## config.mk

```make
export PLATFORM = sky130hd
export DESIGN_NAME = lsu_top
export DESIGN_NICKNAME = d
export VERILOG_FILES = /design/src/verilog/lsu_pkg.sv /design/src/verilog/lsu_decode.sv /design/src/verilog/lsu_sequencer.sv /design/src/verilog/lsu_load_return.sv /design/src/verilog/lsu_top.sv
export SDC_FILE = /design/constraint.sdc
export NUM_CORES = 1
export LEC_CHECK = 0
export BUFFER_PORTS_ARGS = -buffer_cell sky130_fd_sc_hd__buf_2
export CORE_MARGIN = 5
export CORE_UTILIZATION = 54
export DETAILED_ROUTE_END_ITERATION = 8
export GPL_ROUTABILITY_DRIVEN = 0
export PLACE_DENSITY_LB_ADDON = 0.2
export REMOVE_ABC_BUFFERS = 1
export SYNTH_ARGS = -nofsm -noshare
export SYNTH_HDL_FRONTEND = slang
export SYNTH_HIERARCHICAL = 1
export SYNTH_SLANG_ARGS = --single-unit
```

## constraint.sdc

```tcl
create_clock -name aclk -period 6.72 [get_ports aclk]
set_clock_uncertainty 0.05 [all_clocks]
set_input_delay 1.344 -clock aclk [delete_from_list [all_inputs] [get_ports aclk]]
set_output_delay 1.344 -clock aclk [all_outputs]
set_load 0.005 [all_outputs]
```

## src/verilog/lsu_pkg.sv

```systemverilog
////////////////////////////////////////////////////////////
// Load/store unit shared types
////////////////////////////////////////////////////////////

package lsu_pkg;

    // RV32 data path
    localparam int xlen     = 32;
    // Outstanding requests per direction, also the load tag FIFO depth
    localparam int max_or   = 8;
    localparam int or_cnt_w = 4;

    typedef logic [xlen-1:0]   word_t;
    typedef logic [xlen/8-1:0] strb_t;
    typedef logic [4:0]        reg_addr_t;
    typedef logic [2:0]        funct3_t;

    // Width and sign codes of LOAD/STORE funct3
    localparam funct3_t f3_b  = 3'd0;
    localparam funct3_t f3_h  = 3'd1;
    localparam funct3_t f3_w  = 3'd2;
    localparam funct3_t f3_bu = 3'd4;
    localparam funct3_t f3_hu = 3'd5;

    typedef enum logic [1:0] {
        acc_none,
        acc_load,
        acc_store
    } access_e;

    // Decoded instruction handed to the unit
    typedef struct packed {
        logic      is_store;
        funct3_t   funct3;
        reg_addr_t rd;
        logic [11:0] imm12;
        word_t     rs1_val;
        word_t     rs2_val;
    } lsu_req_t;

    // What a read completion needs to write rd back
    typedef struct packed {
        reg_addr_t  rd;
        funct3_t    funct3;
        logic [1:0] offset;
    } load_tag_t;

    typedef struct packed {
        access_e   access;
        word_t     addr;
        word_t     wdata;
        strb_t     wstrb;
        load_tag_t tag;
    } lsu_op_t;

    // AXI4-lite W channel payload
    typedef struct packed {
        word_t data;
        strb_t strb;
    } axi_w_t;

    typedef struct packed {
        logic  load_misaligned;
        logic  store_misaligned;
        word_t addr;
    } lsu_exc_t;

    // Destination register write, byte-strobed
    typedef struct packed {
        reg_addr_t addr;
        word_t     val;
        strb_t     strb;
    } rd_write_t;

    typedef enum logic [1:0] {
        st_idle,
        st_wait,
        st_serve
    } seq_state_e;

endpackage

```

## src/verilog/lsu_decode.sv

```systemverilog
////////////////////////////////////////////////////////////
// Load/store request decode
////////////////////////////////////////////////////////////

`timescale 1ns/1ps

module lsu_decode (
    input  lsu_pkg::lsu_req_t req,
    input  logic              req_valid,
    input  logic              req_ready,
    output lsu_pkg::lsu_op_t  op,
    output lsu_pkg::lsu_exc_t exc
);

    import lsu_pkg::*;

    word_t      addr;
    logic [1:0] offset;
    logic       misaligned;
    logic       accept;
    strb_t      base_strb;
    word_t      wdata_rot;

    // Effective address, rs1 plus sign-extended imm12
    assign addr   = req.rs1_val + {{(xlen-12){req.imm12[11]}}, req.imm12};
    assign offset = addr[1:0];
    assign accept = req_valid && req_ready;

    // Halfwords need an even offset, words a zero offset
    always_comb begin
        case (req.funct3)
            f3_h, f3_hu: misaligned = offset[0];
            f3_w:        misaligned = (offset != 2'b00);
            default:     misaligned = 1'b0;
        endcase
    end

    // Store lanes
    always_comb begin
        case (req.funct3)
            f3_b:    base_strb = 4'b0001;
            f3_h:    base_strb = 4'b0011;
            default: base_strb = 4'b1111;
        endcase
    end

    // rs2 rotated left into the addressed byte lanes
    always_comb begin
        case (offset)
            2'd1:    wdata_rot = {req.rs2_val[23:0], req.rs2_val[31:24]};
            2'd2:    wdata_rot = {req.rs2_val[15:0], req.rs2_val[31:16]};
            2'd3:    wdata_rot = {req.rs2_val[7:0], req.rs2_val[31:8]};
            default: wdata_rot = req.rs2_val;
        endcase
    end

    always_comb begin
        if (misaligned) begin
            op.access = acc_none;
        end else if (req.is_store) begin
            op.access = acc_store;
        end else begin
            op.access = acc_load;
        end
        op.addr       = addr;
        op.wdata      = wdata_rot;
        // Loads never drive a strobe
        op.wstrb      = req.is_store ? strb_t'(base_strb << offset) : '0;
        op.tag.rd     = req.rd;
        op.tag.funct3 = req.funct3;
        op.tag.offset = offset;
    end

    // Exception only in the accept cycle of a misaligned access
    assign exc.load_misaligned  = accept && misaligned && !req.is_store;
    assign exc.store_misaligned = accept && misaligned && req.is_store;
    assign exc.addr             = (accept && misaligned) ? addr : '0;

    always_comb begin
        assert (!(exc.load_misaligned && exc.store_misaligned))
            else $error("decode flags load and store misalignment together");
    end

endmodule

```

## src/verilog/lsu_sequencer.sv

```systemverilog
////////////////////////////////////////////////////////////
// Load/store AXI4-lite sequencer
////////////////////////////////////////////////////////////

`timescale 1ns/1ps

module lsu_sequencer (
    input  logic               aclk,
    input  logic               aresetn,
    input  logic               req_valid,
    output logic               req_ready,
    input  lsu_pkg::lsu_op_t   op,
    output logic               awvalid,
    input  logic               awready,
    output lsu_pkg::word_t     awaddr,
    output logic               wvalid,
    input  logic               wready,
    output lsu_pkg::axi_w_t    w,
    input  logic               bvalid,
    output logic               arvalid,
    input  logic               arready,
    output lsu_pkg::word_t     araddr,
    input  logic               rvalid,
    output logic               tag_push,
    output lsu_pkg::load_tag_t tag,
    input  logic               tag_full,
    output logic               pending_read,
    output logic               pending_write
);

    import lsu_pkg::*;

    seq_state_e          state;
    logic                ready_fsm;
    logic                stall_bus;
    logic                accept;
    logic                store_acc;
    logic                load_acc;
    logic                op_store_r;
    logic [or_cnt_w-1:0] wr_cnt;
    logic [or_cnt_w-1:0] rd_cnt;
    logic                wr_full;
    logic                waiting_wr;
    logic                waiting_rd;

    assign accept    = req_valid && req_ready;
    assign store_acc = accept && (op.access == acc_store);
    assign load_acc  = accept && (op.access == acc_load);

    // Idle with a valid still unacknowledged on any channel
    assign stall_bus = (state == st_idle) &&
                       ((arvalid && !arready) || (awvalid && !awready) || (wvalid && !wready));

    assign req_ready = ready_fsm && !stall_bus && !tag_full && !wr_full;

    // Load tags go out in the accept cycle
    assign tag_push = load_acc;
    assign tag      = op.tag;

    ////////////////////////////////////////////////////////////
    // Ordering FSM
    ////////////////////////////////////////////////////////////

    always_ff @(posedge aclk or negedge aresetn) begin
        if (!aresetn) begin
            state     <= st_idle;
            ready_fsm <= 1'b0;
            awvalid   <= 1'b0;
            wvalid    <= 1'b0;
            arvalid   <= 1'b0;
        end else begin
            case (state)
                st_idle: begin
                    if (stall_bus) begin
                        // Drop what was taken, keep the rest up
                        if (awready) awvalid <= 1'b0;
                        if (wready) wvalid <= 1'b0;
                        if (arready) arvalid <= 1'b0;
                        state     <= st_serve;
                        ready_fsm <= 1'b0;
                    end else if (store_acc) begin
                        arvalid <= 1'b0;
                        if (waiting_rd) begin
                            // Reads still in flight
                            awvalid   <= 1'b0;
                            wvalid    <= 1'b0;
                            state     <= st_wait;
                            ready_fsm <= 1'b0;
                        end else begin
                            awvalid <= 1'b1;
                            wvalid  <= 1'b1;
                        end
                    end else if (load_acc) begin
                        awvalid <= 1'b0;
                        wvalid  <= 1'b0;
                        if (waiting_wr) begin
                            arvalid   <= 1'b0;
                            state     <= st_wait;
                            ready_fsm <= 1'b0;
                        end else begin
                            arvalid <= 1'b1;
                        end
                    end else begin
                        // Nothing to issue, misaligned requests end here too
                        awvalid   <= 1'b0;
                        wvalid    <= 1'b0;
                        arvalid   <= 1'b0;
                        ready_fsm <= 1'b1;
                    end
                end

                // Opposite direction drains before issue
                st_wait: begin
                    if (op_store_r && !waiting_rd) begin
                        awvalid <= 1'b1;
                        wvalid  <= 1'b1;
                        state   <= st_serve;
                    end else if (!op_store_r && !waiting_wr) begin
                        arvalid <= 1'b1;
                        state   <= st_serve;
                    end
                end

                st_serve: begin
                    if (op_store_r) begin
                        if (awready) awvalid <= 1'b0;
                        if (wready) wvalid <= 1'b0;
                        // Both address and data taken, now or earlier
                        if ((!awvalid || awready) && (!wvalid || wready)) begin
                            state     <= st_idle;
                            ready_fsm <= 1'b1;
                        end
                    end else if (arready) begin
                        arvalid   <= 1'b0;
                        state     <= st_idle;
                        ready_fsm <= 1'b1;
                    end
                end

                default: state <= st_idle;
            endcase
        end
    end

    // Request payload, loaded on accept only
    always_ff @(posedge aclk) begin
        if (accept) begin
            awaddr     <= op.addr;
            araddr     <= op.addr;
            w.data     <= op.wdata;
            w.strb     <= op.wstrb;
            op_store_r <= (op.access == acc_store);
        end
    end

    ////////////////////////////////////////////////////////////
    // Outstanding counters
    ////////////////////////////////////////////////////////////

    always_ff @(posedge aclk or negedge aresetn) begin
        if (!aresetn) begin
            wr_cnt <= '0;
            rd_cnt <= '0;
        end else begin
            case ({store_acc, bvalid})
                2'b10:   wr_cnt <= wr_cnt + 1'b1;
                2'b01:   wr_cnt <= wr_cnt - 1'b1;
                default: wr_cnt <= wr_cnt;
            endcase
            case ({load_acc, rvalid})
                2'b10:   rd_cnt <= rd_cnt + 1'b1;
                2'b01:   rd_cnt <= rd_cnt - 1'b1;
                default: rd_cnt <= rd_cnt;
            endcase
        end
    end

    assign wr_full = (wr_cnt == or_cnt_w'(max_or));

    // Last completion arriving now already counts as drained
    assign waiting_wr = (wr_cnt != '0) && !((wr_cnt == or_cnt_w'(1)) && bvalid);
    assign waiting_rd = (rd_cnt != '0) && !((rd_cnt == or_cnt_w'(1)) && rvalid);

    assign pending_write = waiting_wr;
    assign pending_read  = waiting_rd;

    ////////////////////////////////////////////////////////////
    // Bus protocol checks
    ////////////////////////////////////////////////////////////

    a_aw_stable: assert property (@(posedge aclk) disable iff (!aresetn)
        (awvalid && !awready) |=> $stable(awaddr));

    a_w_stable: assert property (@(posedge aclk) disable iff (!aresetn)
        (wvalid && !wready) |=> $stable(w));

    // Single ID, one direction at a time
    a_one_dir: assert property (@(posedge aclk) disable iff (!aresetn)
        !(arvalid && awvalid));

endmodule

```

## src/verilog/lsu_load_return.sv

```systemverilog
////////////////////////////////////////////////////////////
// Load completion return
////////////////////////////////////////////////////////////

`timescale 1ns/1ps

module lsu_load_return (
    input  logic                aclk,
    input  logic                aresetn,
    input  logic                tag_push,
    input  lsu_pkg::load_tag_t  tag,
    output logic                tag_full,
    input  logic                rvalid,
    input  lsu_pkg::word_t      rdata,
    output logic                rd_wr,
    output lsu_pkg::rd_write_t  rd
);

    import lsu_pkg::*;

    load_tag_t           fifo_mem [max_or];
    logic [or_cnt_w-2:0] wr_ptr;
    logic [or_cnt_w-2:0] rd_ptr;
    logic [or_cnt_w-1:0] count;
    logic                fifo_empty;
    load_tag_t           head;
    word_t               rot;

    ////////////////////////////////////////////////////////////
    // Tag FIFO, oldest outstanding load at the head
    ////////////////////////////////////////////////////////////

    always_ff @(posedge aclk) begin
        if (tag_push) begin
            fifo_mem[wr_ptr] <= tag;
        end
    end

    always_ff @(posedge aclk or negedge aresetn) begin
        if (!aresetn) begin
            wr_ptr <= '0;
            rd_ptr <= '0;
            count  <= '0;
        end else begin
            if (tag_push) wr_ptr <= wr_ptr + 1'b1;
            if (rvalid) rd_ptr <= rd_ptr + 1'b1;
            case ({tag_push, rvalid})
                2'b10:   count <= count + 1'b1;
                2'b01:   count <= count - 1'b1;
                default: count <= count;
            endcase
        end
    end

    assign tag_full   = (count == or_cnt_w'(max_or));
    assign fifo_empty = (count == '0);
    assign head       = fifo_mem[rd_ptr];

    ////////////////////////////////////////////////////////////
    // rdata formatting
    ////////////////////////////////////////////////////////////

    // Bring the addressed byte down to lane 0
    always_comb begin
        case (head.offset)
            2'd1:    rot = {rdata[7:0], rdata[31:8]};
            2'd2:    rot = {rdata[15:0], rdata[31:16]};
            2'd3:    rot = {rdata[23:0], rdata[31:24]};
            default: rot = rdata;
        endcase
    end

    always_comb begin
        rd.addr = head.rd;
        case (head.funct3)
            f3_b:    rd.val = {{24{rot[7]}}, rot[7:0]};
            f3_bu:   rd.val = {24'd0, rot[7:0]};
            f3_h:    rd.val = {{16{rot[15]}}, rot[15:0]};
            f3_hu:   rd.val = {16'd0, rot[15:0]};
            default: rd.val = rot;
        endcase
        // Strobe keeps only lanes that came from this word
        case (head.funct3)
            f3_b, f3_bu: rd.strb = 4'b1111;
            f3_h, f3_hu: rd.strb = (head.offset == 2'd3) ? 4'b0001 : 4'b1111;
            default:     rd.strb = strb_t'(4'b1111 >> head.offset);
        endcase
    end

    // One register write per R beat
    assign rd_wr = rvalid;

    a_no_orphan_r: assert property (@(posedge aclk) disable iff (!aresetn)
        rvalid |-> !fifo_empty);

endmodule

```

## src/verilog/lsu_top.sv

```systemverilog
////////////////////////////////////////////////////////////
// RV32 load/store unit
////////////////////////////////////////////////////////////

`timescale 1ns/1ps

module lsu_top (
    input  logic               aclk,
    input  logic               aresetn,
    // Request side
    input  logic               req_valid,
    output logic               req_ready,
    input  lsu_pkg::lsu_req_t  req,
    output lsu_pkg::lsu_exc_t  exc,
    // Destination register write
    output logic               rd_wr,
    output lsu_pkg::rd_write_t rd,
    output logic               pending_read,
    output logic               pending_write,
    // AXI4-lite write
    output logic               awvalid,
    input  logic               awready,
    output lsu_pkg::word_t     awaddr,
    output logic               wvalid,
    input  logic               wready,
    output lsu_pkg::axi_w_t    w,
    input  logic               bvalid,
    input  logic [1:0]         bresp,
    // AXI4-lite read
    output logic               arvalid,
    input  logic               arready,
    output lsu_pkg::word_t     araddr,
    input  logic               rvalid,
    input  lsu_pkg::word_t     rdata,
    input  logic [1:0]         rresp
);

    import lsu_pkg::*;

    // Every B and R beat retires its request whatever the response code
    lsu_op_t   op;
    load_tag_t tag;
    logic      tag_push;
    logic      tag_full;

    lsu_decode decode0 (
        .req       (req),
        .req_valid (req_valid),
        .req_ready (req_ready),
        .op        (op),
        .exc       (exc)
    );

    lsu_sequencer seq0 (
        .aclk          (aclk),
        .aresetn       (aresetn),
        .req_valid     (req_valid),
        .req_ready     (req_ready),
        .op            (op),
        .awvalid       (awvalid),
        .awready       (awready),
        .awaddr        (awaddr),
        .wvalid        (wvalid),
        .wready        (wready),
        .w             (w),
        .bvalid        (bvalid),
        .arvalid       (arvalid),
        .arready       (arready),
        .araddr        (araddr),
        .rvalid        (rvalid),
        .tag_push      (tag_push),
        .tag           (tag),
        .tag_full      (tag_full),
        .pending_read  (pending_read),
        .pending_write (pending_write)
    );

    lsu_load_return ret0 (
        .aclk     (aclk),
        .aresetn  (aresetn),
        .tag_push (tag_push),
        .tag      (tag),
        .tag_full (tag_full),
        .rvalid   (rvalid),
        .rdata    (rdata),
        .rd_wr    (rd_wr),
        .rd       (rd)
    );

endmodule

```

---- Yosys cells after proc, flatten, opt, wreduce, memory -nomap -nowiden ----
Memory sizes are Yosys's and may differ from the RTL's.
Cells that the tools add are included.
word-level totals
  word-level logic and storage cells ...... 172
  bits in writable memories ............... 80
  flip-flop bits (word level) ............. 93
  memories ................................ 1
operators by class
  add/subtract/negate cells ............... 9
  shifts and indexed selects .............. 2
  equality and inequality tests ........... 36
  reductions and logical operators ........ 55
  mux-type cells .......................... 55
memories
  memory         depth  bits a word  read ports  clocked after memory_dff  write ports  RTL line               text
  ret0.fifo_mem  8      10           1           0                         1            lsu_load_return.sv:21  load_tag_t fifo_mem [max_or];
operators with widths
  cell                 count
  $pmux 32 s3          2
  $pmux 32 s4          1
  $pmux 4 s2           5
  $add 32x32->32       1
  $mux 32              1
  $mux 1               27
  $mux 2               12
  $logic_and 1x1->1    20
  $eq 2x2->1 const B   8
  $logic_not 1->1      14
  $add 4x1->4 const B  3
  $eq 2x1->1 const B   6
  $sub 4x1->4 const B  3
  $eq 3x3->1 const B   3
  $pmux 1 s3           3
  $eq 4x1->1 const B   2
  $eq 4x4->1 const B   2
  $ne 4x1->1 const B   2
  $reduce_bool 2->1    4
  $reduce_bool 4->1    2
  $add 3x1->3 const B  2
  $eq 3x1->1 const B   2
  $logic_not 3->1      2
  $ne 2x1->1 const B   3
  other kinds (20)     27

---- Longest topological paths before layout ----
  word-level depth ........................ 15
  depth in mapped cells ................... 16

---- Cells and area by module ----
Netlist, hierarchy kept.
modules (own cells, without submodules)
  module           times used  cells each  area each (um^2)
  lsu_load_return  1           314         4621.9
  lsu_sequencer    1           239         3568.4
  lsu_decode       1           367         2919.0

---- Worst setup path before layout ----
OpenSTA, ideal clock, no wires.
  kind .................................... input to register
  from .................................... in awready
  to ...................................... reg seq0.wr_cnt[3]
  setup time .............................. 0.079 ns
  stages .................................. 8
  data arrival time ....................... 5.646 ns
  setup slack ............................. 0.945 ns
  path through ............................ nand2b_1 a31oi_1 nor2_1 nand2_1 ha_1 nand4b_1 a21oi_1 xor2_1
between the ends
  longest elaborated chain between the ends .. 13
  elaborated cells between the ends (all ways) .. 15
  classes of those cells .................. eq/ne (2); mux (1); reduce/logical (12)
RTL lines
  element                                          RTL line              text
  start: declaration                               lsu_top.sv:22         input logic awready,
  $logic_not 1->1 *                                lsu_sequencer.sv:52   ((arvalid && !arready) || (awvalid && !awready) || (wvalid && !wready));
  $logic_and 1x1->1 *                              lsu_sequencer.sv:52
  $logic_or 1x1->1 * (2 in series)                 lsu_sequencer.sv:52
  $logic_and 1x1->1 *                              lsu_sequencer.sv:51   assign stall_bus = (state == st_idle) &&
  $logic_not 1->1 *                                lsu_sequencer.sv:54   assign req_ready = ready_fsm && !stall_bus && !tag_full && !wr_full;
  $logic_and 1x1->1 * (3 in series)                lsu_sequencer.sv:54
  $logic_and 1x1->1 *                              lsu_sequencer.sv:46   assign accept = req_valid && req_ready;
  via seq0.accept                                  lsu_sequencer.sv:36   logic accept;
  $logic_and 1x1->1 *                              lsu_sequencer.sv:47   assign store_acc = accept && (op.access == acc_store);
  $eq 2x1->1 or $eq 2x2->1 (tied branches)         lsu_sequencer.sv:165  case ({store_acc, bvalid})
  $pmux 4 s2 or $reduce_bool 2->1 (tied branches)  --
  end signal: assignment                           lsu_sequencer.sv:166  2'b10: wr_cnt <= wr_cnt + 1'b1;
  end signal: assignment                           lsu_sequencer.sv:167  2'b01: wr_cnt <= wr_cnt - 1'b1;
  end signal: assignment                           lsu_sequencer.sv:168  default: wr_cnt <= wr_cnt;
  end: declaration                                 lsu_sequencer.sv:40   logic [or_cnt_w-1:0] wr_cnt;
Mark *: on every way through the listed nets, which the timed path passes. The rest lies on a longest branch.
A chain may end at the register's enable or synchronous reset.

==> metrics.csv <==
metric,value,unit
DR WL/cell,19.3,microns
Worst setup SP type,flip-flop,
Routed Antenna Nets,0,
Register Area,5070,sq um
GRT busiest layer,met2,
Die ar.,23500,sq um
Area Overhead vs Synth,17.8,%
Worst Path Required,5.33,ns
FF-to-FF setup slack,3.29,ns
hpwl dp,20.8,mm
drt first pass iters,4,
clk_lat worst skew,0.42,ns
post-synth top area share,0.403,
grt met1 use,0.287,
first-pass GRT wire length,44.1,mm
I/O pin count,311,
Util after Layout,0.647,
CTS tree,yes,
Sinks on Clock Net,173,
antenna violations before repair,5,
Vias,8218,
highest-delay cell along the critical path,mux4_2,
Main synth FF type,edfxtp_1,
"slowest stage delay, CP",0.97,ns
power per cell area,388,nW/um^2
Synth area leader,edfxtp_1,
library cells used by synthesis,78,
worst-path cell chain,buf_4 -> mux2i_1 -> mux4_2 -> mux2i_1 -> mux2i_1 -> a32oi_4 -> nand2_1 -> buf_2,
final worst slack,1.16,ns
TNS Setup,0,ns
crit path DAT,4.16,ns
Core Rows,52,
met2 Usage GRT,0.402,
final number of max-transition violations,0,
VDD IR max,188,uV
fmax,180,MHz
setup violators final,0,
Post-CTS Setup Bufs,0,
"Buf+Inv Stages, Crit Path",2,
status,"complete, no violations",
Inserted Clock Buffers,17,
hold buffer count at cts,0,
GRT Residual Overflow,0,
DR iter-0 viols,518,
Setup crit end kind,output pin,
Synth async-reset ratio,0.139,
Tot GR Track Use,0.233,
"EDFF count, synth",149,
Via density,5.68,
synthesized flop and latch total,173,
core area,20200,sq um
placed cell count,1412,
synthesized area,11100,sq um
Syn Inst Count,920,
H-Tree Level Count,4,
top post-synthesis cells by area,"edfxtp_1 (40%), mux4_2 (9.5%), mux2i_1 (6.3%), ha_1 (5.5%), dfrtp_1 (5.4%)",
Worst path top cell family by delay,multiplexers,
Final Critical Period,5.56,ns
post-cts resize count,0,
Setup CP Type,flip-flop to output pin,
Slew @ Worst Pin,1.19,ns
initial core utilization,0.549,
final wirelength,27.9,mm
Avg Inst Size Synth,12.1,sq um
GR Layer Usage met3,0.0526,
# fillers,1593,
vias in the first global route,8379,
CP max FO,35,
slew margin rel.,0.206,
MaxCap Viol Count,0,
"CTS clk-pin slew, worst paths",0.07,ns
Leak,5.60,nW
chip height,153,microns
Hold Crit Class,flip-flop to flip-flop,
largest net degree at the start of global routing,70,
Layout Nets,1341,
RSZ-0062 raised after global routing,no,
Tcrit/Tclk final,0.827,
area occupied by multi-input gates,5390,sq um
"Hold Violations, Final",0,
PortBufs,305,
Post-Layout Cell Count,1446,
clock buffer depth,2,
sequential area share after synthesis,0.457,
layout cells sized above 1,0.370,
root buffer cell,clkbuf_16,
Placement Setup Slack,1.55,ns
Die X,153,microns
number of synthesis warnings,6,
Worst path most repeated cell,mux2i_1,
Remaining DRCs,0,
-- synthesized netlist by cell type, drive strengths merged, types with 3 or more instances --
cell,n
clkbuf,19
xor2,19
nand3,14
xnor2,23
mux4,47
edfxtp,149
a211o,3
nand3b,3
buf,73
or4,4
and3,5
or3,5
o211ai,5
o21bai,4
nand2b,14
a211oi,6
and4,3
and2,32
mux2,18
nand4,8
inv,20
ha,49
nand4b,5
a21oi,49
o21a,9
nor3,17
nor2,42
a21o,12
a21boi,5
o21ai,33
a31oi,5
nor2b,5
nor3b,5
dfrtp,24
nand2,81
mux2i,74
-- sequential cells by signal, summed over array words and instances, names as in the netlist, 2 cells and up --
register and count:
seq0/rd_cnt 4, ret0/fifo_mem 80, ret0/rd_ptr 3, ret0/wr_ptr 3, seq0/w 36, seq0/wr_cnt 4
seq0/araddr 32, ret0/count 4, seq0/state 2
-- per-stage QoR --
stage / area (sq um) / hold slack, ns / total power, mW
finish: 13100 / 0.413 / 5.08
global route: 13100 / 0.440 / 5.42
CTS: 13100 / 0.414 / 5.12
detailed placement: 12500 / 0.403 / 4.12
global placement: 12500 / 0.398 / 4.06
floorplan: 10500 / 0.384 / 3.20
-- placed cells by master, fill, tap and decap left out, types with 9 or more instances in the layout --
cell type,n
a21o_1,11
a21oi_1,48
and2_1,32
buf_2,305
buf_4,9
clkbuf_16,17
dfrtp_1,24
edfxtp_1,149
ha_1,48
inv_1,20
mux2_2,17
mux2i_1,70
mux4_2,47
nand2_1,81
nand2b_1,13
nand3_1,14
nor2_1,41
nor3_1,17
o21a_1,9
o21ai_0,33
xnor2_1,23
xor2_1,19
-- kinds of logic after synthesis --
logic type               after synthesis  synth area share
AND/OR/NAND/NOR                      249             0.115
flip-flops                           173             0.457
AO/OA/AOI/OAI                        153            0.0930
multiplexers                         139             0.183
buffers and inverters                112            0.0605
adder cells (fa/ha/maj)               51            0.0588
XOR/XNOR                              42            0.0331
other                                  1          0.000338
-- layout make-up --
class | instances | share of cell area
clock inverter | 15 | 0.0144
sequential | 173 | 0.388
inverter | 20 | 0.00574
multi-input combinational | 635 | 0.412
antenna | 2 | 0.000382
tap | 270 | 0.0258
clock buffer | 17 | 0.0325
timing repair buffer | 314 | 0.122
-- report_power, final --
part / total [mW] / internal, mW / switching [mW]
clock: 0.989 / 0.509 / 0.481
combinational: 2.46 / 1.15 / 1.31
sequential: 1.63 / 1.46 / 0.179
total: 5.08 / 3.12 / 1.97
-- metal layers --
metal / vias up / part of all wire
li1: 3913 / -
met1: 3919 / 0.40
met2: 319 / 0.50
met3: 61 / 0.063
met4: 6 / 0.030
met5: - / 0.0015
-- worst reg2reg max path: stages (launching register included) --
cell and delay [ns]:
dfrtp_1 0.46, inv_1 0.08, ha_1 0.24, nand3b_1 0.15
nand4b_2 0.30, or3_1 0.50, inv_1 0.21, nand2b_1 0.15
nor2_1 0.91
-- worst paths after layout --
| check | startpoint | endpoint | cells after the start |
|---|---|---|---|
| setup / recovery | ret0/rd_ptr[0] | rd[28] | 8 |
| min in group asynchronous | aresetn | seq0/arvalid | 1 |
| hold / removal | ret0/count[3] | ret0/count[3] | 1 |
| max in group asynchronous | aresetn | ret0/wr_ptr[2] | 1 |
| setup reg to reg | seq0/wr_cnt[0] | ret0/fifo_mem[6][1] | 8 |
| hold reg to reg | ret0/count[3] | ret0/count[3] | 1 |
No activity file was read; power rests on OpenSTA's default activity.
